`config.mk`:
```
export PLATFORM = sky130hd
export DESIGN_NAME = rv_regfile
export DESIGN_NICKNAME = d
export VERILOG_FILES = /design/src/hw/rv_regfile.sv
export SDC_FILE = /design/constraint.sdc
export NUM_CORES = 2
export LEC_CHECK = 0
export ABC_CLOCK_PERIOD_IN_PS = 2000
export BUFFER_PORTS_ARGS = -buffer_cell sky130_fd_sc_hd__buf_2
export CAP_MARGIN = 10
export CORE_ASPECT_RATIO = 1.5
export CORE_MARGIN = 2
export CORE_UTILIZATION = 60
export CTS_CLUSTER_DIAMETER = 30
export DETAILED_ROUTE_END_ITERATION = 6
export PLACE_DENSITY = 0.77
export SKIP_LAST_GASP = 1
export SYNTH_ARGS = -nofsm -noshare
export SYNTH_HDL_FRONTEND = slang
export SYNTH_SLANG_ARGS = --single-unit
```
`constraint.sdc`:
```
create_clock -name clk -period 2 [get_ports clk]
set_input_delay 0.2 -clock clk [delete_from_list [all_inputs] [get_ports clk]]
set_output_delay 0.2 -clock clk [all_outputs]
set_load 0.05 [all_outputs]
```
`src/hw/rv_regfile.sv`:
```
`timescale 1ns/1ps
`default_nettype none

module rv_regfile (
  input  logic        clk,
  input  logic        rst_n,
  input  logic [4:0]  rs1,
  input  logic [4:0]  rs2,
  input  logic [4:0]  wb_addr,
  input  logic        wb_en,
  input  logic [31:0] wb_data,
  output logic [31:0] rdata1,
  output logic [31:0] rdata2
);

  logic [31:0] regs [32];

  // x0 never written, so it stays at the reset value
  always_ff @(posedge clk or negedge rst_n) begin
    if (!rst_n) begin
      regs <= '{default: '0};
    end else if (wb_en && wb_addr != 5'd0) begin
      regs[wb_addr] <= wb_data;
    end
  end

  // reads are combinational, no bypass needed in single cycle
  assign rdata1 = (rs1 == 5'd0) ? 32'd0 : regs[rs1];
  assign rdata2 = (rs2 == 5'd0) ? 32'd0 : regs[rs2];

endmodule

`default_nettype wire

```
==> metrics.md <==
| Metric | Value |
|---|---|
| Worst Setup End Kind | `output port` |
| Crit Path Class | `register to output port` |
| Die H | `373 um` |
| Gpl congestion | `0.921` |
| Dpl cells | `4988` |
| First-pass GRT wire length | `284000 um` |
| Violated checks | `setup timing` |
| Vias in the first global route | `42568` |
| Setup-failing EPs final | `64` |
| Worst-margin pin slew | `0.874 ns` |
| CTS max path bufs | `3` |
| Min Tclk post-route | `2.88 ns` |
| Ys Warns | `0` |
| Clk_lat worst skew | `0.78 ns` |
| Top flop regs | `regs (1024)` |
| Final worst slack | `-0.876 ns` |
| Worst Clk Skew | `0 ns` |
| Power per cell area | `1060 nW/um2` |
| Vias per cell | `7.43` |
| RSZ-0062 raised after global routing | `yes` |
| Total gr overflow | `0` |
| Most frequent cells in the layout | `1024 x dfrtp_1, 1015 x mux2_2, 448 x mux4_2` |
| Syn_nets | `3671` |
| Die width | `250 um` |
| GRT Resource Usage Total | `0.420` |
| Synth top area share | `0.471` |
| Nature of the critical path startpoint | `register` |
| Max-cap violations | `0` |
| Register area share after synthesis | `0.471` |
| Ports | `114` |
| Antenna-violating nets left | `0` |
| Final wirelength | `194000 um` |
| Mapped Cells | `3621` |
| CTS H-tree depth | `4` |
| Most common cell after layout, fill and taps aside | `dfrtp_1` |
| FILL cells | `4772` |
| Crit Path Max Fanout | `3` |
| Final HPWL DP | `119000 um` |
| FMAX | `348 MHz` |
| Part of the cycle the worst path needs | `1.44` |
| Fin. Hold Viols | `0` |
| Nets | `4066` |
| DR WL/cell | `36.4 um` |
| Cell chosen for the clock root | `clkbuf_16` |
| Design area | `69700 um2` |
| IO buf count | `113` |
| Max reg flops | `1024` |
| Largest net degree at the start of global routing | `128` |
| Area Growth Syn to Fin | `28.1%` |
| Rows | `135` |
| Mean post-synth cell area | `15.0 um2` |
| Inserted Clock Buffers | `162` |
| Crit path DAT | `2.68 ns` |
| Clock-pin slew on the worst setup and hold paths | `0.06 ns` |
| Most flops, register | `regs` |
| Post-synthesis cell area | `54400 um2` |
| Area leader, netlist | `dfrtp_1` |
| Peak supply drop | `0.000995 V` |
| Final Non-Filler Cells | `5328` |
| Drt drc | `0` |
| Placement Cell Area | `62400 um2` |
| Yosys cell types | `35` |
| Max_slew headroom | `0.416` |
| Status | `complete, but fails checks` |
| Slew Limit Fails | `0` |
| Leak pwr | `30.1 nW` |
| Core box area | `90000 um2` |
| Hold Crit Class | `primary input to register` |
| Initial antenna violation count | `14` |
| Routed via count | `39601` |
| Initial drt markers | `4517` |
| Layout cells sized above 1 | `0.660` |
| Top post-synthesis cells by area | `dfrtp_1 47%, mux2_2 22%, mux4_2 19%` |
| Die footprint | `93100 um2` |
| Initial Util | `0.604` |
| Hold Worst Slack | `0.0517 ns` |
| DRT Pass-1 Iters | `7` |
| Clock tree sinks | `1024` |
| CTS tree | `done` |
| CP required | `1.80 ns` |
| Flops & latches, synth | `1024` |
-- synth_stat cells, drive strengths merged --
cell type  count
a211oi        64
a221oi        46
a22oi         64
a311oi        64
and2           2
and3           1
buf          207
clkbuf       225
dfrtp       1024
inv            2
mux2        1056
mux2i        128
mux4         448
nand2         49
nand2b         5
nand3          1
nand4          1
nand4b         3
nor2          19
nor2b         71
nor3           3
nor3b          2
nor4           1
o2111ai       18
o21ai        110
or2            2
or3            3
or4            2
-- cell families (layout without fill, tap and decap cells) --
logic type | after synthesis | count (layout) | synth area share
AO/OA/AOI/OAI | 366 | 366 | 0.0484
buffers and inverters | 434 | 962 | 0.0363
flip-flops | 1024 | 1024 | 0.471
multiplexers | 1632 | 1632 | 0.428
other | 0 | 15 | 0
AND/OR/NAND/NOR | 165 | 165 | 0.0161
-- routing by layer --
metal  GRT usage  vias up  wire, um
met3       0.126      979     21200
met4       0.321       10     16400
met2       0.636     2989     90600
li1            -    14962         -
met5           0        -        68
met1       0.508    20661     65600
-- stage by stage --
stage | setup TNS [ns] | power (mW) | setup slack [ns] | utilization
final | -41.02 | 73.5 | -0.876 | 0.774
after global routing | -43.56 | 75.6 | -0.881 | 0.773
after CTS | -41.37 | 72.8 | -0.807 | 0.768
after detailed placement | -24.21 | 43.0 | -0.569 | 0.693
after global placement | -29.61 | 41.9 | -0.690 | 0.692
after floorplan | -0.929 | 37.3 | -0.0386 | -
-- where the power goes --
group	total [mW]	internal, mW	switching [mW]
logic	16.5	9.44	7.04
registers	28.1	24.7	3.37
clock network	29.0	18.0	11.0
-- path summary, 6_finish.rpt --
kind | from | end | slack [ns] | cells past startpoint
hold reg to reg | regs[1018] | regs[1018] | 0.39 | 0
setup reg to reg | regs[543] | regs[543] | 0.96 | 3
setup / recovery | regs[951] | rdata1[23] | -0.88 | 7
min in group asynchronous | rst_n | regs[668] | 0.18 | 3
max in group asynchronous | rst_n | regs[316] | 0.61 | 3
hold / removal | wb_data[3] | regs[323] | 0.05 | 2
-- worst max-delay path, cell delays in order, from the launching register on --
cell and delay (ns):
dfrtp_1 0.46, mux4_2 0.53, nor2b_1 0.16, a211oi_2 0.21, buf_4 0.15, a311oi_4 0.05, buf_12 0.20, buf_12 0.14
-- repair_timing --
action | CTS | global route
setup endpoints to repair | 64 | 64
hold buffers | 2 | 0
gates resized for setup | 281 | 87
pin swaps | 77 | 45
hold endpoints to repair | 853 | 0
setup buffers | 29 | 16
-- area by class of cell --
cell class                      instances  area [um2]  area share
Multi-Input combinational cell       2163       29400       0.423
Sequential cell                      1024       25600       0.368
Timing Repair Buffer                  663        7490       0.107
Clock buffer                          192        4420      0.0635
Tap cell                             1164        1460      0.0209
Clock inverter                        105        1190      0.0170
Antenna cell                           15        37.5    0.000539
Inverter                                2        10.0    0.000144
Power figures use the tool's default switching activity.
