### src/hw/rv_isa_pkg.sv
`default_nettype none

package rv_isa_pkg;

  // major opcodes of the supported rv32i subset
  typedef enum logic [6:0] {
    OP_LUI    = 7'b0110111,
    OP_AUIPC  = 7'b0010111,
    OP_IMM    = 7'b0010011,
    OP_OP     = 7'b0110011,
    OP_LOAD   = 7'b0000011,
    OP_STORE  = 7'b0100011,
    OP_BRANCH = 7'b1100011,
    OP_JAL    = 7'b1101111,
    OP_JALR   = 7'b1100111,
    OP_SYSTEM = 7'b1110011
  } opcode_e;

  // pass_b forwards operand b, used by lui
  typedef enum logic [2:0] {
    ALU_ADD, ALU_SUB, ALU_AND, ALU_OR, ALU_XOR, ALU_SLT, ALU_PASS_B
  } alu_op_e;

  typedef enum logic [2:0] {
    BR_NONE, BR_EQ, BR_NE, BR_LT, BR_JAL, BR_JALR
  } br_op_e;

  typedef enum logic [1:0] {
    ST_IDLE, ST_RUN, ST_HALT, ST_FAULT
  } core_state_e;

  typedef struct packed {
    logic [4:0]  rd;
    logic [4:0]  rs1;
    logic [4:0]  rs2;
    logic [31:0] imm;
    alu_op_e     alu_op;
    br_op_e      br_op;
    logic        a_is_pc;
    logic        b_is_imm;
    logic        reg_wen;
    logic        mem_ren;
    logic        mem_wen;
    logic        is_ebreak;
    logic        illegal;
  } decoded_t;

  typedef struct packed {
    logic [31:0] value;
  } alu_res_t;

  typedef struct packed {
    logic        taken;
    logic [31:0] target;
  } br_res_t;

endpackage

`default_nettype wire

### src/hw/rv_alu.sv
`timescale 1ns/1ps
`default_nettype none

module rv_alu import rv_isa_pkg::*; (
  input  decoded_t    dec,
  input  logic [31:0] pc,
  input  logic [31:0] rdata1,
  input  logic [31:0] rdata2,
  output alu_res_t    res
);

  logic [31:0] op_a;
  logic [31:0] op_b;

  // auipc takes pc, immediate forms and memory ops take imm
  assign op_a = dec.a_is_pc  ? pc      : rdata1;
  assign op_b = dec.b_is_imm ? dec.imm : rdata2;

  always_comb begin
    case (dec.alu_op)
      ALU_ADD:    res.value = op_a + op_b;
      ALU_SUB:    res.value = op_a - op_b;
      ALU_AND:    res.value = op_a & op_b;
      ALU_OR:     res.value = op_a | op_b;
      ALU_XOR:    res.value = op_a ^ op_b;
      // signed compare
      ALU_SLT:    res.value = {31'd0, $signed(op_a) < $signed(op_b)};
      ALU_PASS_B: res.value = op_b;
      default:    res.value = 32'd0;
    endcase
  end

endmodule

`default_nettype wire

### config.mk
export PLATFORM = sky130hd
export DESIGN_NAME = rv_alu
export DESIGN_NICKNAME = d
export VERILOG_FILES = /design/src/hw/rv_isa_pkg.sv /design/src/hw/rv_alu.sv
export SDC_FILE = /design/constraint.sdc
export NUM_CORES = 1
export LEC_CHECK = 0
export BUFFER_PORTS_ARGS = -buffer_cell sky130_fd_sc_hd__buf_4
export CAP_MARGIN = 10
export CELL_PAD_IN_SITES_DETAIL_PLACEMENT = 1
export CELL_PAD_IN_SITES_GLOBAL_PLACEMENT = 2
export CORE_MARGIN = 5
export CORE_UTILIZATION = 29
export DETAILED_ROUTE_END_ITERATION = 7
export MAX_ROUTING_LAYER = met4
export PLACE_DENSITY = 0.85
export SLEW_MARGIN = 30
export SYNTH_ARGS = -nofsm -noshare
export SYNTH_HDL_FRONTEND = slang
export SYNTH_SLANG_ARGS = --single-unit
export TNS_END_PERCENT = 10
### constraint.sdc
create_clock -name vclk -period 8.3
set_input_delay 2.075 -clock vclk [all_inputs]
set_output_delay 2.075 -clock vclk [all_outputs]
set_load 0.03 [all_outputs]
==> run metrics <==
run status=complete, no violations; Boundary Pins=roughly 190; row cnt=between 50 and 60; kind of critical path=in2out; Avg WL per Cell=around 19 µm; worst hold margin=4.73 ns; Max Cap Violations=0; core area=21100 µm²; CTS resizes=0; Final setup viols=0; worst hold path type=in2out; Slew headroom=53.0%; period utilization=a little under 100%; buffers added on ports=165; Fmax=124 MHz; Seq Cell Count=0; vias per cell=around 5.5; largest family of logic cells by synthesized area=compound AO/OA/AOI/OAI gates; met1 Usage GRT=28.3%; GR Layer Usage met3=0.940%; die width=around 160 µm; multi-input logic area=around 5600 µm²; syn avg cell area=6.58 µm²; leading cell type in the layout, fill and taps excluded=buf_4; Unique masters post-synth=74; Leakage=around 0.0037 µW; Tmin final=between 8 and 9 ns; DR vias=7443; setup repair bufs after CTS=0; RSZ-0062 raised after global routing=no; Ant. Diodes=0; clock buffer count=0; synthesized area=a little over 6000 µm²; first-pass GRT wire length=39600 µm; simple logic cell fraction of the synthesized area=18.5%; commonest non-fill, non-tap cells in the layout=buf_4, ha_1, inv_1; pin count of the biggest net entering global routing=71; Crit. End Element=primary output; layout cell share with drive strength beyond 1=19.3%; grt met2 use=between 30% and 40%; Die ar.=24500 µm²; total wire length=25000 µm; Tot GR Track Use=19.9%; Initial Util=between 20 and 30%; Die H=~160 µm; Final Hold Fails=0; GRT Residual Overflow=0; Post-Synthesis Cells=about 950; xor/xnor share of the synthesized area=2.95%; CP Max Fanout=4; PD cells=97.5 nW/µm²; Slew Viols, Final=0; drt first pass iters=5; GPL Wtd Cong=0.961; number of fill cells=2725; number of global-route vias before repair=7497; Worst setup SP type=input pin; proportion of synthesized area in mux cells=10.8%; Peak VDD IR=37.1 µV; hold buffers post-CTS=0; Final ANT Viol Nets=0; DRC errors left=0; drt first-iter violations=around 530; Final WS setup=~0.26 ns; Worst Path Arrival=5.97 ns; Syn-to-layout area delta=24.5%; worst slew pin tran=0.703 ns; most used routing layer=met2; Post-DP HPWL=just under 20000 µm; Final Core Density=a little under two fifths; worst path required time=6.23 ns; post-synthesis net count=1211; post-synthesis compound-gate area fraction=35.7%; dpl ws=around 0.30 ns; yosys warns=0; initial antenna violation count=0; final net count=1339; post-synthesis adder-cell area fraction=21.9%; Seq/Total Area, Yosys=0%; Storage cell area=0 µm²
-- cell families (layout without fill, tap and decap cells) --
group,after synthesis,count (layout)
simple gates,255,255
mux,67,67
buf+inv,164,290
compound gates,332,332
fa+ha+maj,108,108
xor+xnor,21,21
-- metrics by stage --
step | total power (µW) | area, µm² | instances | setup TNS, ns
after floorplan | 506 | 6230 | 947 | -0.127
after global placement | 743 | 7760 | 1348 | 0
after detailed placement | 752 | 7760 | 1348 | 0
after CTS | 756 | 7760 | 1348 | 0
after global routing | 829 | 7760 | 1348 | 0
final | 756 | 7760 | 1348 | 0
-- metal layers --
layer  part of all wire [%]  vias up
li1                       -     3674
met1                     49     3595
met2                     46      166
met3                    4.0        8
met4                   0.43        0
met5                      0        -
-- critical path: stages --
cell      delay, ns
buf_4          0.10
mux2i_1        0.34
inv_1          0.11
ha_1           0.25
fa_1           0.54
nor2_8         0.15
o221ai_2       0.13
a21oi_2        0.19
o41a_1         0.23
o21ai_2        0.12
o41a_1         0.48
o311a_1        0.44
o31ai_1        0.34
a21oi_1        0.11
o21a_1         0.18
buf_4          0.16
-- worst paths after layout --
path,startpoint,endpoint,slack (ns),cells after the start
setup / recovery,dec[5],res[26],0.26,16
hold / removal,dec[11],res[19],4.73,4
-- Yosys cell counts, types with 9 or more instances --
library cell	instances	area share, %
a211oi_1	15	1.8
a21o_1	12	1.4
a21oi_1	80	6.4
a31oi_1	10	1.0
buf_1	10	0.60
clkbuf_1	48	2.9
ha_1	106	21
inv_1	96	5.8
mux2i_1	67	11
nand2_1	80	4.8
nand3_1	14	1.1
nor2_1	88	5.3
nor3_1	28	2.2
o211ai_1	17	2.0
o21a_1	17	2.0
o21ai_0	63	5.1
o21bai_1	9	1.1
o221ai_1	15	2.1
o22ai_1	20	2.0
o31ai_1	12	1.4
xnor2_1	17	2.4
-- power breakdown --
part | switching, µW | internal, µW | total (µW)
clock | 0 | 0 | 0
combinational | 461 | 295 | 756
sequential | 0 | 0 | 0
total | 461 | 295 | 756
-- layout make-up --
cell class | instances | share of cell area [%]
Inverter | 99 | 4.79
Timing Repair Buffer | 191 | 18.6
Tap cell | 275 | 4.43
Multi-Input combinational cell | 783 | 72.1
Power figures use the tool's default switching activity.
