$ cat src/hw/rv_isa_pkg.sv
`default_nettype none

package rv_isa_pkg;

  // major opcodes of the supported rv32i subset
  typedef enum logic [6:0] {
    OP_LUI    = 7'b0110111,
    OP_AUIPC  = 7'b0010111,
    OP_IMM    = 7'b0010011,
    OP_OP     = 7'b0110011,
    OP_LOAD   = 7'b0000011,
    OP_STORE  = 7'b0100011,
    OP_BRANCH = 7'b1100011,
    OP_JAL    = 7'b1101111,
    OP_JALR   = 7'b1100111,
    OP_SYSTEM = 7'b1110011
  } opcode_e;

  // pass_b forwards operand b, used by lui
  typedef enum logic [2:0] {
    ALU_ADD, ALU_SUB, ALU_AND, ALU_OR, ALU_XOR, ALU_SLT, ALU_PASS_B
  } alu_op_e;

  typedef enum logic [2:0] {
    BR_NONE, BR_EQ, BR_NE, BR_LT, BR_JAL, BR_JALR
  } br_op_e;

  typedef enum logic [1:0] {
    ST_IDLE, ST_RUN, ST_HALT, ST_FAULT
  } core_state_e;

  typedef struct packed {
    logic [4:0]  rd;
    logic [4:0]  rs1;
    logic [4:0]  rs2;
    logic [31:0] imm;
    alu_op_e     alu_op;
    br_op_e      br_op;
    logic        a_is_pc;
    logic        b_is_imm;
    logic        reg_wen;
    logic        mem_ren;
    logic        mem_wen;
    logic        is_ebreak;
    logic        illegal;
  } decoded_t;

  typedef struct packed {
    logic [31:0] value;
  } alu_res_t;

  typedef struct packed {
    logic        taken;
    logic [31:0] target;
  } br_res_t;

endpackage

`default_nettype wire

$ cat src/hw/rv_branch_unit.sv
`timescale 1ns/1ps
`default_nettype none

module rv_branch_unit import rv_isa_pkg::*; (
  input  decoded_t    dec,
  input  logic [31:0] pc,
  input  logic [31:0] rdata1,
  input  logic [31:0] rdata2,
  output br_res_t     res
);

  logic eq;
  logic lt;

  assign eq = (rdata1 == rdata2);
  assign lt = ($signed(rdata1) < $signed(rdata2));

  always_comb begin
    case (dec.br_op)
      BR_EQ:           res.taken = eq;
      BR_NE:           res.taken = !eq;
      BR_LT:           res.taken = lt;
      // jumps always redirect
      BR_JAL, BR_JALR: res.taken = 1'b1;
      default:         res.taken = 1'b0;
    endcase
  end

  // jalr is register relative with bit 0 cleared, all others pc relative
  assign res.target = (dec.br_op == BR_JALR) ? ((rdata1 + dec.imm) & ~32'd1)
                                             : (pc + dec.imm);

endmodule

`default_nettype wire

$ cat config.mk
export PLATFORM = sky130hd
export DESIGN_NAME = rv_branch_unit
export DESIGN_NICKNAME = d
export VERILOG_FILES = /design/src/hw/rv_isa_pkg.sv /design/src/hw/rv_branch_unit.sv
export SDC_FILE = /design/constraint.sdc
export NUM_CORES = 1
export LEC_CHECK = 0
export BUFFER_PORTS_ARGS = -buffer_cell sky130_fd_sc_hd__buf_2
export CORE_AREA = 3 3 93 95
export DETAILED_ROUTE_END_ITERATION = 8
export DIE_AREA = 0 0 96 98
export GPL_TIMING_DRIVEN = 0
export PLACE_DENSITY = 0.89
export SLEW_MARGIN = 5
export SYNTH_ARGS = -nofsm -noshare
export SYNTH_HDL_FRONTEND = slang
export SYNTH_SLANG_ARGS = --single-unit
$ cat constraint.sdc
create_clock -name vclk -period 6.5
set_input_delay 0.975 -clock vclk [all_inputs]
set_output_delay 0.975 -clock vclk [all_outputs]
set_load 0.01 [all_outputs]
==> results.yml <==
cells_and_area:
  nFillCells: 719
  clock_buffers: 0
  syn2layout_area_growth_pct: 21.98
  ff_latch_area_um2: 0
  layout_common_cells: "165 x buf_2, 93 x ha_1, 64 x a21oi_1"
  diodes: 0
  finalNetCount: 1028
  final_common_cell: "buf_2"
  drive_gt1_share_pct: 23.23
  seq_cell_count: 0
  multi_input_area_um2: 4088
critical_path:
  cpPeakStageDelay_ps: 490
  cp-start-kind: "primary input"
  required_ps: 5520
  crit_slowest_cell: "a2111oi_0"
  crit_path_cell_trace: "buf_2 -> ha_1 -> a21o_1 -> a2111oi_0 -> o21ai_1 -> a32oi_1 -> o21ai_1 -> a31oi_1 -> o21ai_0 -> a21boi_0 -> nor4b_1 -> buf_2"
  cp-end-kind: "primary output"
  crit_end: "res[31]"
  startpoint: "dec[21]"
  critPathMaxFanout: 5
  worstSetupPathType: "in -> out"
  worstPathArrival_ps: 4130
synthesis:
  syn_nets: 862
  synthCells: 611
  syn_avg_cell_area_um2: 7.061
  yosys_warnings: 0
  yosysUniqueCellTypes: 58
  synth_area_um2: 4314
  seq_area_frac_synth_pct: 0
status:
  status: "complete, no violations"
timing:
  finalSetupViolCount: 0
  finalSetupTns_ps: 0
  maxSlewViolCount: 0
  setup_ws_ps: 1397
  fmax_mhz: 196.0
  rsz0062_at_grt: "false"
  min_period_ps: 5103
  min_period_over_period_pct: 78.50
  tightest_slew_ps: 864.2
  relSlewSlack_pct: 42.38
  hold_viol: 0
routing:
  remaining_drc_errors: 0
  vias_per_cell: 6.099
  firstDrtPassIters: 5
  drt_iter0_drc: 263
  wl_per_cell_um: 16.22
  drtAntennaViolNets: 0
  vias: 5349
  wl_um: 14220
pwr:
  ir_drop_uv: 71.94
  power_density_nw_per_um2: 100.6
  p_leak_nw: 2.827
grt:
  grt_usage_pct: 28.54
  first_global_vias: 5113
  grt_pass1_wl_um: 22430
  grt_overflow: 0
  antenna_found_initial: 0
  grt_max_degree: 11
floorplan:
  die-area_um2: 9408
  initial_core_util_pct: 55.26
  io_pins: 189
  die_h_um: 98
  num_rows: 32
  fp.dieW_um: 96
  core_region_area_um2: 7807
place:
  dp_hpwl_um: 12360
  gp_congestion: 0.9042
  place_ws_ps: 1509
  port_buffers: 164
worst_hold_path:
  hold_class: "in -> out"
run:
  cap_viol_max_count: 0
clock_network:
  postCtsSetupBuffers: 0
  cts_hold_buf: 0
  cts_resized: 0
-- through the flow --
step	utilization, %	power, mW	cell area (µm²)	hold WS (ps)	cells
floorplan	-	0.3498	4314	2052	611
global placement	67.40	0.5013	5263	2256	877
detailed placement	67.40	0.5183	5263	2261	877
CTS	67.40	0.5221	5263	2261	877
global route	67.40	0.5848	5263	2276	877
finish	67.40	0.5294	5263	2262	877
-- worst max-delay path, delay by kind of cell --
| kind | cells | cell delay (ps) |
|---|---|---|
| buffers and inverters | 2 | 300 |
| and+or+nand+nor | 1 | 310 |
| AOI/OAI and AO/OA | 8 | 2190 |
| adders and majority gates | 1 | 350 |
-- kinds of logic (layout without fill, tap and decap cells) --
group	count (synthesis)	count (layout)	share of synthesized area [%]
adder cells (fa/ha/maj)	95	95	27.90
multiplexers	7	7	1.653
buffers and inverters	60	224	5.249
AO/OA/AOI/OAI	240	240	37.10
XOR/XNOR	40	40	8.121
AND/OR/NAND/NOR	169	169	19.98
-- power breakdown --
| group | internal [mW] | leakage, nW | switching [mW] | total (mW) |
|---|---|---|---|---|
| clock | 0 | 0 | 0 | 0 |
| sequential | 0 | 0 | 0 | 0 |
| combinational | 0.234 | 2.83 | 0.296 | 0.529 |
-- cell type report --
class	instances	area share, %
Buffer	9	0.6657
Inverter	51	3.638
Multi-Input combinational cell	551	77.67
Tap cell	102	2.425
Timing Repair Buffer	164	15.60
-- layer usage --
layer  GRT usage [%]  part of all wire (%)
met1           37.30                    43
met2           50.03                    47
met3           2.003                   7.7
met4           6.893                   2.3
met5               0                     0
-- worst min-delay path by stage --
stage	startpoint	to	slack, ps	cells after the start
global placement	dec[7]	res[32]	2260	3
CTS	dec[7]	res[32]	2260	3
floorplan	dec[8]	res[32]	2050	1
finish	dec[7]	res[32]	2260	3
detailed placement	dec[7]	res[32]	2260	3
global route	dec[7]	res[32]	2280	3
-- cell usage after synthesis, types with 2 or more instances --
library cell,number,share of area [%]
or3_1,4,0.58
o211ai_1,7,1.2
or2_2,4,0.58
a31oi_1,8,1.2
fa_1,2,0.93
inv_1,51,4.4
o21bai_1,7,1.2
o21a_1,22,3.8
o21ai_1,3,0.35
o31a_1,3,0.61
nor2_1,38,3.3
nor3_1,14,1.6
nor2b_1,6,0.87
a21o_1,40,7.0
mux2i_1,6,1.4
xnor2_1,21,4.3
nand3b_1,6,1.0
and4_1,2,0.41
xor2_1,19,3.9
nand2b_1,5,0.73
a21oi_1,64,7.4
clkbuf_1,8,0.70
and3_1,10,1.5
nand2_1,45,3.9
ha_1,93,27
a211oi_1,11,1.9
nand4_1,15,2.2
o31ai_1,9,1.6
nor3b_1,5,0.87
a211o_1,2,0.41
and2_1,4,0.58
o21ai_0,43,5.0
a2111oi_0,2,0.41
a21boi_0,3,0.52
nand3_1,6,0.70
(Power assumes the default switching activity.)
