### config.mk
export PLATFORM = sky130hd
export DESIGN_NAME = rv_commit
export DESIGN_NICKNAME = d
export VERILOG_FILES = /design/src/hw/rv_bus_pkg.sv /design/src/hw/rv_isa_pkg.sv /design/src/hw/rv_commit.sv
export SDC_FILE = /design/constraint.sdc
export NUM_CORES = 1
export LEC_CHECK = 0
export ABC_CLOCK_PERIOD_IN_PS = 2400
export BUFFER_PORTS_ARGS = -buffer_cell sky130_fd_sc_hd__clkbuf_2
export CORE_AREA = 2 2 129 131
export CTS_BUF_LIST = sky130_fd_sc_hd__clkbuf_4 sky130_fd_sc_hd__clkbuf_8
export CTS_CLUSTER_SIZE = 30
export DETAILED_ROUTE_END_ITERATION = 8
export DIE_AREA = 0 0 131 133
export GPL_TIMING_DRIVEN = 0
export PLACE_DENSITY = 0.5
export RECOVER_POWER = 25
export SKIP_CTS_REPAIR_TIMING = 1
export SYNTH_ARGS = -nofsm -noshare
export SYNTH_HDL_FRONTEND = slang
export SYNTH_SLANG_ARGS = --single-unit
### constraint.sdc
create_clock -name clk -period 2.4 [get_ports clk]
set_clock_uncertainty 0.1 [all_clocks]
set_input_delay 0.36 -clock clk [delete_from_list [all_inputs] [get_ports clk]]
set_output_delay 0.36 -clock clk [all_outputs]
set_load 0.02 [all_outputs]
### src/hw/rv_bus_pkg.sv
`default_nettype none

package rv_bus_pkg;

  typedef struct packed {
    logic        psel;
    logic        penable;
    logic        pwrite;
    logic [11:0] paddr;
    logic [31:0] pwdata;
  } apb_req_t;

  typedef struct packed {
    logic [31:0] prdata;
    logic        pready;
    logic        pslverr;
  } apb_rsp_t;

  // register map, memory words sit below ctrl
  parameter logic [11:0] ADDR_CTRL   = 12'h400;
  parameter logic [11:0] ADDR_STATUS = 12'h404;
  parameter logic [11:0] ADDR_PC     = 12'h408;
  parameter logic [11:0] ADDR_END    = 12'h40C;

  // data request from commit to memory
  typedef struct packed {
    logic [31:0] addr;
    logic [31:0] wdata;
    logic        wen;
  } mem_port_t;

endpackage

`default_nettype wire

### src/hw/rv_isa_pkg.sv
`default_nettype none

package rv_isa_pkg;

  // major opcodes of the supported rv32i subset
  typedef enum logic [6:0] {
    OP_LUI    = 7'b0110111,
    OP_AUIPC  = 7'b0010111,
    OP_IMM    = 7'b0010011,
    OP_OP     = 7'b0110011,
    OP_LOAD   = 7'b0000011,
    OP_STORE  = 7'b0100011,
    OP_BRANCH = 7'b1100011,
    OP_JAL    = 7'b1101111,
    OP_JALR   = 7'b1100111,
    OP_SYSTEM = 7'b1110011
  } opcode_e;

  // pass_b forwards operand b, used by lui
  typedef enum logic [2:0] {
    ALU_ADD, ALU_SUB, ALU_AND, ALU_OR, ALU_XOR, ALU_SLT, ALU_PASS_B
  } alu_op_e;

  typedef enum logic [2:0] {
    BR_NONE, BR_EQ, BR_NE, BR_LT, BR_JAL, BR_JALR
  } br_op_e;

  typedef enum logic [1:0] {
    ST_IDLE, ST_RUN, ST_HALT, ST_FAULT
  } core_state_e;

  typedef struct packed {
    logic [4:0]  rd;
    logic [4:0]  rs1;
    logic [4:0]  rs2;
    logic [31:0] imm;
    alu_op_e     alu_op;
    br_op_e      br_op;
    logic        a_is_pc;
    logic        b_is_imm;
    logic        reg_wen;
    logic        mem_ren;
    logic        mem_wen;
    logic        is_ebreak;
    logic        illegal;
  } decoded_t;

  typedef struct packed {
    logic [31:0] value;
  } alu_res_t;

  typedef struct packed {
    logic        taken;
    logic [31:0] target;
  } br_res_t;

endpackage

`default_nettype wire

### src/hw/rv_commit.sv
`timescale 1ns/1ps
`default_nettype none

module rv_commit import rv_isa_pkg::*, rv_bus_pkg::*; #(
  parameter int MEM_WORDS = 256
) (
  input  logic        clk,
  input  logic        rst_n,
  input  logic        start,
  input  decoded_t    dec,
  input  alu_res_t    alu,
  input  br_res_t     br,
  input  logic [31:0] rdata2,
  input  logic [31:0] mem_rdata,
  output logic [31:0] pc,
  output core_state_e state,
  output logic        wb_en,
  output logic [4:0]  wb_addr,
  output logic [31:0] wb_data,
  output mem_port_t   dmem
);

  localparam logic [31:0] MEM_BYTES = 32'(MEM_WORDS * 4);

  logic [31:0] pc_plus4;
  logic [31:0] next_pc;
  logic        pc_oob;
  logic        fault_now;
  logic        retire;
  logic        is_jump;

  assign pc_plus4  = pc + 32'd4;
  assign pc_oob    = (pc >= MEM_BYTES);
  assign fault_now = dec.illegal || pc_oob;

  // an instruction retires only in run without a fault
  assign retire  = (state == ST_RUN) && !fault_now;
  assign is_jump = (dec.br_op == BR_JAL) || (dec.br_op == BR_JALR);

  // writes to x0 dropped here
  assign wb_en   = retire && dec.reg_wen && (dec.rd != 5'd0);
  assign wb_addr = dec.rd;
  // link value, load data or alu value
  assign wb_data = is_jump ? pc_plus4 : (dec.mem_ren ? mem_rdata : alu.value);

  // store address from alu, data straight from rs2
  assign dmem.addr  = alu.value;
  assign dmem.wdata = rdata2;
  assign dmem.wen   = retire && dec.mem_wen;

  assign next_pc = br.taken ? br.target : pc_plus4;

  always_ff @(posedge clk or negedge rst_n) begin
    if (!rst_n) begin
      state <= ST_IDLE;
      pc    <= 32'd0;
    end else if (start) begin
      // restart from 0, registers keep their contents
      state <= ST_RUN;
      pc    <= 32'd0;
    end else if (state == ST_RUN) begin
      // fault and halt both hold pc on the offending word
      if (fault_now) begin
        state <= ST_FAULT;
      end else if (dec.is_ebreak) begin
        state <= ST_HALT;
      end else begin
        pc <= next_pc;
      end
    end
  end

endmodule

`default_nettype wire

==> metrics <==
outcome finished, violations left; failing checks capacitance limit, slew limit, setup timing; count leader, synth buf_4; Initial Util 22.4%; RSZ-0062 raised after global routing true; Die H 133 um; largest net degree at the start of global routing 35; syn_area_per_cell 7.88 um2; FFs w/ async S/R, synth 100%; Maximum Capacitance Violations 1; worst hold path type input port to register; EDFF count, synth 0; Synth warnings 0; WHS Path Cells 2; via count 4276; global-route wire length before repair 21500 um; crit path from pc[2]$_DFFE_PN0P_; Die X 131 um; CP max FO 7; Netlist cell types 47; WP data required 1.94 ns; ys flop type dfrtp_1; WL/cell 16.0 um; Detailed Place HPWL 12300 um; top post-synthesis cells by area dfrtp_1, buf_4, mux2_2; top post-synthesis cells by count buf_4, nand2_1, a21oi_1, nor2_1, dfrtp_1; register area share after synthesis 23.5%; WL final 15400 um; Register-to-Register Path Depth 5; worst slew pin tran 2.02 ns; H-Tree Depth 2; Setup WS post-layout -0.303 ns; via-per-instance ratio 4.44; layout cells sized above 1 58.3%; full die area 17400 um2; CTS tree built; crit path time final 2.70 ns; Synth Register Bits 34; Min-Delay Endpoint pc[26]$_DFFE_PN0P_; XOR/XNOR share of the synthesized area 6.78%; adder-cell share of the synthesized area 0.692%; top cell type's share of synthesized area 23.5%; clock latency on the worst-skew pair 0.30 ns; final period utilization 113%; syn_nets 653; number of port buffers 246; TritonCTS Sinks 34; Slew headroom -34.6%; VDD IR max 0.200 mV; clk root buf clkbuf_8; Post-Syn Area 3610 um2; Crit. End Element output pin; Layout area overhead 63.0%; largest family of logic cells by synthesized area simple AND/OR/NAND/NOR gates; Final Net Count 937; IO Pins 329; Worst setup SP type register; final hold violations 0; reg2reg start pc[22]$_DFFE_PN0P_; Non-Filler Instances 963; Cell Rows 47; initial antenna violation count 0; core area 16200 um2; drt initial violations 217; Tot GR Track Use 16.1%; # setup viols final 14; Pre-antenna DRT Iters 5; Finished Cell Area 5890 um2; CP Class register to output pin; reg2reg setup slack 0.25 ns; Placer Congestion 0.785; Placed Instances 925; Compound-Gate Fraction of Synth Area 16.0%; max frequency 370 MHz; number of global-route vias before repair 3805; Post-Syn Instances 459; Post-route DRC 0; simple-gate portion of the synthesized area 23.4%; LEAKAGE 2.93 nW; GRT overflow 0; RR Endpoint pc[30]$_DFFE_PN0P_; worst hold slack 0.168 ns; post-synth top area cell dfrtp_1; TNS Setup -2.59 ns; PwrDens 373 nW/um2; clock-pin transition on the worst setup and hold timing paths 0.08 ns; post-route ant nets 0; CTS max path bufs 2; max-slew violation count 35; multiplexer share of the synthesized area 10.1%; DP Area 5160 um2; worst hold path startpoint br[26]; CP arrival 2.24 ns; diode count 0; cts bufs inserted 5
==> registers in the layout, summed over array words and instances (netlist names) <==
register  cells
pc           32
state         2
==> through the flow <==
| step | setup slack (ns) | total power [mW] | utilization, % |
|---|---|---|---|
| after global routing | -0.386 | 2.32 | 36.4 |
| after floorplan | 0.0154 | 1.19 | - |
| after detailed placement | -0.456 | 1.53 | 31.9 |
| after global placement | -0.442 | 1.53 | 31.9 |
| after CTS | -0.789 | 2.11 | 32.6 |
| final | -0.303 | 2.20 | 36.4 |
==> where the power goes <==
part / switching (mW) / total [mW] / leakage (nW) / internal, mW
sequential: 0.0465 / 0.645 / 0.436 / 0.598
combinational: 0.538 / 0.983 / 2.44 / 0.445
clock: 0.237 / 0.569 / 0.0573 / 0.333
==> worst max path at each step <==
stage             endpoint  slack (ns)  depth (start not counted)
6_report       wb_data[22]       -0.30                          9
3_3_place_gp   wb_data[30]       -0.44                          7
2_1_floorplan  wb_data[12]        0.02                          6
5_1_grt        wb_data[22]       -0.39                          9
4_1_cts        wb_data[30]       -0.79                          7
3_5_place_dp   wb_data[30]       -0.46                          7
==> critical path, stage by stage, from the launching register on <==
cell,delay (ns)
dfrtp_2,0.47
ha_4,0.18
nand4_1,0.11
buf_6,0.16
nor4_4,0.27
buf_6,0.17
nand4_1,0.14
xor2_2,0.18
o21ai_2,0.13
buf_6,0.13
==> cells in the final DEF (no fill, tap or decap), types with 8 or more instances in the layout <==
| cell type | instances |
|---|---|
| a21oi_1 | 38 |
| a22o_1 | 8 |
| buf_4 | 110 |
| buf_6 | 23 |
| clkbuf_1 | 41 |
| clkbuf_2 | 192 |
| dfrtp_1 | 16 |
| dfrtp_2 | 18 |
| mux2_2 | 19 |
| mux2i_1 | 15 |
| nand2_1 | 51 |
| nor2_1 | 37 |
| o21ai_0 | 17 |
| o21ai_2 | 8 |
| o31ai_1 | 11 |
| xor2_1 | 14 |
==> cells by family (layout without fill, tap and decap cells) <==
| logic type | after synthesis | count (layout) |
|---|---|---|
| AO/OA/AOI/OAI | 99 | 99 |
| XOR/XNOR | 28 | 28 |
| AND/OR/NAND/NOR | 159 | 160 |
| multiplexers | 34 | 34 |
| adder cells (fa/ha/maj) | 2 | 2 |
| flip-flops | 34 | 34 |
| buffers and inverters | 103 | 386 |
==> layout make-up <==
cell class	count	area (um2)
fillers	1745	10300
clock inverters	1	30.0
inverters	4	15.0
repair buffers	278	1550
multi-input cells	323	2350
plain buffers	97	717
well taps	220	275
clock buffers	6	82.6
flip-flops and latches	34	873
==> per-layer routing <==
metal  track usage (%)  vias to the layer above  share of wire (%)
met2              28.1                      204                 50
met1              20.3                     1946                 41
met5                 0                        -                  0
met4              4.91                        0                1.8
met3              2.39                       15                7.3
li1                  -                     2111                  -
(Power assumes the default switching activity.)
