--- config.mk ---
export PLATFORM = sky130hd
export DESIGN_NAME = rv_decoder
export DESIGN_NICKNAME = d
export VERILOG_FILES = /design/src/hw/rv_isa_pkg.sv /design/src/hw/rv_decoder.sv
export SDC_FILE = /design/constraint.sdc
export NUM_CORES = 1
export LEC_CHECK = 0
export BUFFER_PORTS_ARGS = -buffer_cell sky130_fd_sc_hd__clkbuf_2
export CAP_MARGIN = 15
export CORE_MARGIN = 2
export CORE_UTILIZATION = 42
export DETAILED_ROUTE_END_ITERATION = 10
export PLACE_DENSITY = 0.95
export SLEW_MARGIN = 10
export SYNTH_ARGS = -nofsm -noshare
export SYNTH_HDL_FRONTEND = slang
export SYNTH_SLANG_ARGS = --single-unit
--- constraint.sdc ---
create_clock -name vclk -period 2
set_clock_uncertainty 0.05 [all_clocks]
set_input_delay 0.1 -clock vclk [all_inputs]
set_output_delay 0.1 -clock vclk [all_outputs]
set_load 0.05 [all_outputs]
--- src/hw/rv_isa_pkg.sv ---
`default_nettype none

package rv_isa_pkg;

  // major opcodes of the supported rv32i subset
  typedef enum logic [6:0] {
    OP_LUI    = 7'b0110111,
    OP_AUIPC  = 7'b0010111,
    OP_IMM    = 7'b0010011,
    OP_OP     = 7'b0110011,
    OP_LOAD   = 7'b0000011,
    OP_STORE  = 7'b0100011,
    OP_BRANCH = 7'b1100011,
    OP_JAL    = 7'b1101111,
    OP_JALR   = 7'b1100111,
    OP_SYSTEM = 7'b1110011
  } opcode_e;

  // pass_b forwards operand b, used by lui
  typedef enum logic [2:0] {
    ALU_ADD, ALU_SUB, ALU_AND, ALU_OR, ALU_XOR, ALU_SLT, ALU_PASS_B
  } alu_op_e;

  typedef enum logic [2:0] {
    BR_NONE, BR_EQ, BR_NE, BR_LT, BR_JAL, BR_JALR
  } br_op_e;

  typedef enum logic [1:0] {
    ST_IDLE, ST_RUN, ST_HALT, ST_FAULT
  } core_state_e;

  typedef struct packed {
    logic [4:0]  rd;
    logic [4:0]  rs1;
    logic [4:0]  rs2;
    logic [31:0] imm;
    alu_op_e     alu_op;
    br_op_e      br_op;
    logic        a_is_pc;
    logic        b_is_imm;
    logic        reg_wen;
    logic        mem_ren;
    logic        mem_wen;
    logic        is_ebreak;
    logic        illegal;
  } decoded_t;

  typedef struct packed {
    logic [31:0] value;
  } alu_res_t;

  typedef struct packed {
    logic        taken;
    logic [31:0] target;
  } br_res_t;

endpackage

`default_nettype wire

--- src/hw/rv_decoder.sv ---
`timescale 1ns/1ps
`default_nettype none

module rv_decoder import rv_isa_pkg::*; (
  input  logic [31:0] instr,
  output decoded_t    dec
);

  opcode_e     opcode;
  logic [2:0]  funct3;
  logic [6:0]  funct7;
  logic [31:0] imm_i;
  logic [31:0] imm_s;
  logic [31:0] imm_b;
  logic [31:0] imm_u;
  logic [31:0] imm_j;

  assign opcode = opcode_e'(instr[6:0]);
  assign funct3 = instr[14:12];
  assign funct7 = instr[31:25];

  // immediate formats, all sign extended from bit 31
  assign imm_i = {{20{instr[31]}}, instr[31:20]};
  assign imm_s = {{20{instr[31]}}, instr[31:25], instr[11:7]};
  assign imm_b = {{19{instr[31]}}, instr[31], instr[7], instr[30:25], instr[11:8], 1'b0};
  assign imm_u = {instr[31:12], 12'b0};
  assign imm_j = {{11{instr[31]}}, instr[31], instr[19:12], instr[20], instr[30:21], 1'b0};

  always_comb begin
    dec        = '0;
    dec.rd     = instr[11:7];
    dec.rs1    = instr[19:15];
    dec.rs2    = instr[24:20];
    dec.alu_op = ALU_ADD;
    dec.br_op  = BR_NONE;
    case (opcode)
      OP_LUI: begin
        dec.imm      = imm_u;
        dec.alu_op   = ALU_PASS_B;
        dec.b_is_imm = 1'b1;
        dec.reg_wen  = 1'b1;
      end
      OP_AUIPC: begin
        dec.imm      = imm_u;
        dec.a_is_pc  = 1'b1;
        dec.b_is_imm = 1'b1;
        dec.reg_wen  = 1'b1;
      end
      OP_IMM, OP_OP: begin
        dec.imm      = imm_i;
        dec.b_is_imm = (opcode == OP_IMM);
        dec.reg_wen  = 1'b1;
        case (funct3)
          3'b000:  dec.alu_op = ALU_ADD;
          3'b010:  dec.alu_op = ALU_SLT;
          3'b100:  dec.alu_op = ALU_XOR;
          3'b110:  dec.alu_op = ALU_OR;
          3'b111:  dec.alu_op = ALU_AND;
          default: dec.illegal = 1'b1;
        endcase
        // register form: funct7 zero, or sub with funct7 0x20
        if (opcode == OP_OP) begin
          if (funct7 == 7'b0100000 && funct3 == 3'b000) begin
            dec.alu_op = ALU_SUB;
          end else if (funct7 != 7'b0000000) begin
            dec.illegal = 1'b1;
          end
        end
      end
      OP_LOAD: begin
        // lw only
        dec.imm      = imm_i;
        dec.b_is_imm = 1'b1;
        dec.mem_ren  = 1'b1;
        dec.reg_wen  = 1'b1;
        dec.illegal  = (funct3 != 3'b010);
      end
      OP_STORE: begin
        dec.imm      = imm_s;
        dec.b_is_imm = 1'b1;
        dec.mem_wen  = 1'b1;
        dec.illegal  = (funct3 != 3'b010);
      end
      OP_BRANCH: begin
        dec.imm = imm_b;
        case (funct3)
          3'b000:  dec.br_op = BR_EQ;
          3'b001:  dec.br_op = BR_NE;
          3'b100:  dec.br_op = BR_LT;
          default: dec.illegal = 1'b1;
        endcase
      end
      OP_JAL: begin
        dec.imm     = imm_j;
        dec.br_op   = BR_JAL;
        dec.reg_wen = 1'b1;
      end
      OP_JALR: begin
        dec.imm     = imm_i;
        dec.br_op   = BR_JALR;
        dec.reg_wen = 1'b1;
        dec.illegal = (funct3 != 3'b000);
      end
      OP_SYSTEM: begin
        // ebreak is the only system encoding accepted
        dec.is_ebreak = (instr == 32'h0010_0073);
        dec.illegal   = (instr != 32'h0010_0073);
      end
      default: dec.illegal = 1'b1;
    endcase
    // an illegal word must not touch architectural state
    if (dec.illegal) begin
      dec.reg_wen = 1'b0;
      dec.mem_wen = 1'b0;
      dec.mem_ren = 1'b0;
      dec.br_op   = BR_NONE;
    end
  end

endmodule

`default_nettype wire

==> impl_metrics.json <==
{
  "dr_total_vias": 1351,
  "regArea_um2": 0,
  "die_h_um": 51.77,
  "worstHoldPathType": "in2out",
  "synth_top_area_cell": "a21o_1",
  "synth.area.top_cells": "a21o_1, buf_4, and2_1, nor2_1, a21oi_1",
  "met2_usage_pct": 44.44,
  "grtUsageMet3_pct": 0.8621,
  "slew_viol_final": 0,
  "synthDistinctLibCells": 49,
  "synth-compound-area-share_pct": 33.94,
  "grt_remaining_overflow": 0,
  "max_cap_viol_count": 0,
  "track_usage_pct": 24.20,
  "setup_tns_ns": 0,
  "yosys.area_share.simple_pct": 42.56,
  "worstSetupStartpointType": "input port",
  "worst_slew_pin_slew_ns": 0.4456,
  "detail-route-antenna-nets": 0,
  "start_util_pct": 43.75,
  "synth_area_per_cell_um2": 6.702,
  "drt-wirelength-per-cell_um": 13.22,
  "place_congestion": 0.9244,
  "die_w_um": 51.77,
  "design.seq.count": 0,
  "fp-row-count": 17,
  "final_util_pct": 62.99,
  "area.growth.synth_to_final_pct": 43.99,
  "ir_worst_vdd_v": 0.0001304,
  "post_cts_buffers": 0,
  "busiest_layer": "met2",
  "drc": 0,
  "setup_slack_ns": 0.1200,
  "max_clock_freq_mhz": 531.9,
  "crit_family": "simple AND/OR/NAND/NOR gates",
  "use_met1_pct": 32.17,
  "grt_max_degree": 14,
  "max-slew-margin-rel_pct": 70.16,
  "outcome": "finished, final reports clean",
  "synthMuxAreaShare_pct": 2.219,
  "antenna_found_initial": 0,
  "viasPerCell": 5.492,
  "crit_slowest_cell": "or4_4",
  "ys_warn_count": 0,
  "crit_top_cell": "clkbuf_2",
  "worst_hold_startpoint": "instr[15]",
  "place_inst": 246,
  "synth_top_area_share_pct": 14.10,
  "preCtsSetupSlack_ns": 0.1168,
  "crit_arrival_ns": 1.73,
  "fin_area_um2": 1380,
  "post_cts.resized_instances": 0,
  "seq_area_frac_synth_pct": 0,
  "total_power_mw": 0.3081,
  "placed_area_um2": 1380,
  "grt_pass1_vias": 1172,
  "cp_slowest_stage_delay_ns": 0.55,
  "min_period_ns": 1.880,
  "synth_top_family_by_area": "simple AND/OR/NAND/NOR gates",
  "whs_endpoint": "dec[50]",
  "die-area_um2": 2680,
  "crit_buf_inv": 2,
  "final-setup-viol-count": 0,
  "grt_pass1_wl_um": 5230,
  "p_leak_nw": 0.8635,
  "dpl.hpwl_um": 2735,
  "num_antenna_cells": 0,
  "nNetsFinal": 252,
  "synthAdderAreaFrac_pct": 1.044,
  "firstDrtPassIters": 4,
  "rsz0062_at_grt": "no",
  "critPathKind": "in2out",
  "synth_xor_area_share_pct": 1.828,
  "port_buffers": 92,
  "layout-drive-gt1-share_pct": 55.05,
  "crit_fanout": 3,
  "routed_wl_um": 3252,
  "pin_count": 92,
  "core_um2": 2191,
  "fin_crit_sh_pct": 94.00,
  "syn_nets": 175,
  "path_cells": "clkbuf_2 -> or4_4 -> nor3_4 -> a211oi_1 -> or2_1 -> nor3_2 -> clkbuf_2",
  "drt_iter0_markers": 41,
  "syn_inst": 143,
  "worst_hold_slack_ns": 0.4762,
  "powerDensity_nw_per_um2": 223.3,
  "endpoint_kind": "output pin",
  "required_ns": 1.85,
  "ctsHoldBuffers": 0,
  "hold_violations": 0,
  "hold_depth": 2,
  "final_cells": 246,
  "num-clock-buffers": 0,
  "syn_area_um2": 958.4
}
cell usage in the layout (no fill, tap or decap), types with 4 or more instances in the layout:
| cell | count |
|---|---|
| nor3_2 | 4 |
| a21oi_1 | 7 |
| buf_4 | 9 |
| and2_1 | 9 |
| nand2_1 | 7 |
| nor3_1 | 4 |
| a22o_1 | 4 |
| a21o_1 | 18 |
| clkbuf_2 | 92 |
| nor2_1 | 11 |
cell usage after synthesis (3+ instances only):
| cell | count |
|---|---|
| a21o_1 | 18 |
| buf_4 | 18 |
| nor2_1 | 11 |
| and2_1 | 9 |
| a21oi_1 | 7 |
| nand2_1 | 7 |
| nor3_1 | 7 |
| buf_2 | 6 |
| a22o_1 | 4 |
| nor4_1 | 4 |
| nand2b_1 | 3 |
| o21ai_0 | 3 |
metal layers:
layer  routed length (um)  vias to the layer above
met5                    0                        -
met4                    8                        0
met3                  257                        2
met2                 1628                       68
met1                 1358                      618
li1                     -                      663
worst max path at each step:
stage | from | to | slack, ns | cells past startpoint
4_1_cts | instr[25] | dec[7] | 0.12 | 7
3_3_place_gp | instr[25] | dec[7] | 0.13 | 7
2_1_floorplan | instr[2] | dec[24] | 0.004 | 4
6_report | instr[25] | dec[7] | 0.12 | 7
5_1_grt | instr[2] | dec[7] | 0.03 | 7
3_5_place_dp | instr[25] | dec[7] | 0.12 | 7
cell type report:
class / count / area (um^2)
fillers: 221 / 810.8
inverters: 1 / 3.754
multi-input cells: 116 / 813.3
repair buffers: 101 / 528.0
well taps: 28 / 35.03
cells by family (layout without fill, tap and decap cells):
family	after synthesis	after routing
fa+ha+maj	1	1
xor+xnor	2	2
buf+inv	27	102
compound gates	45	45
mux	2	2
simple gates	66	66
where the power goes:
part	leakage (nW)	internal (mW)	switching [mW]
clock network	0	0	0
registers	0	0	0
logic	0.864	0.0886	0.220
No activity file was read; power rests on OpenSTA's default activity.
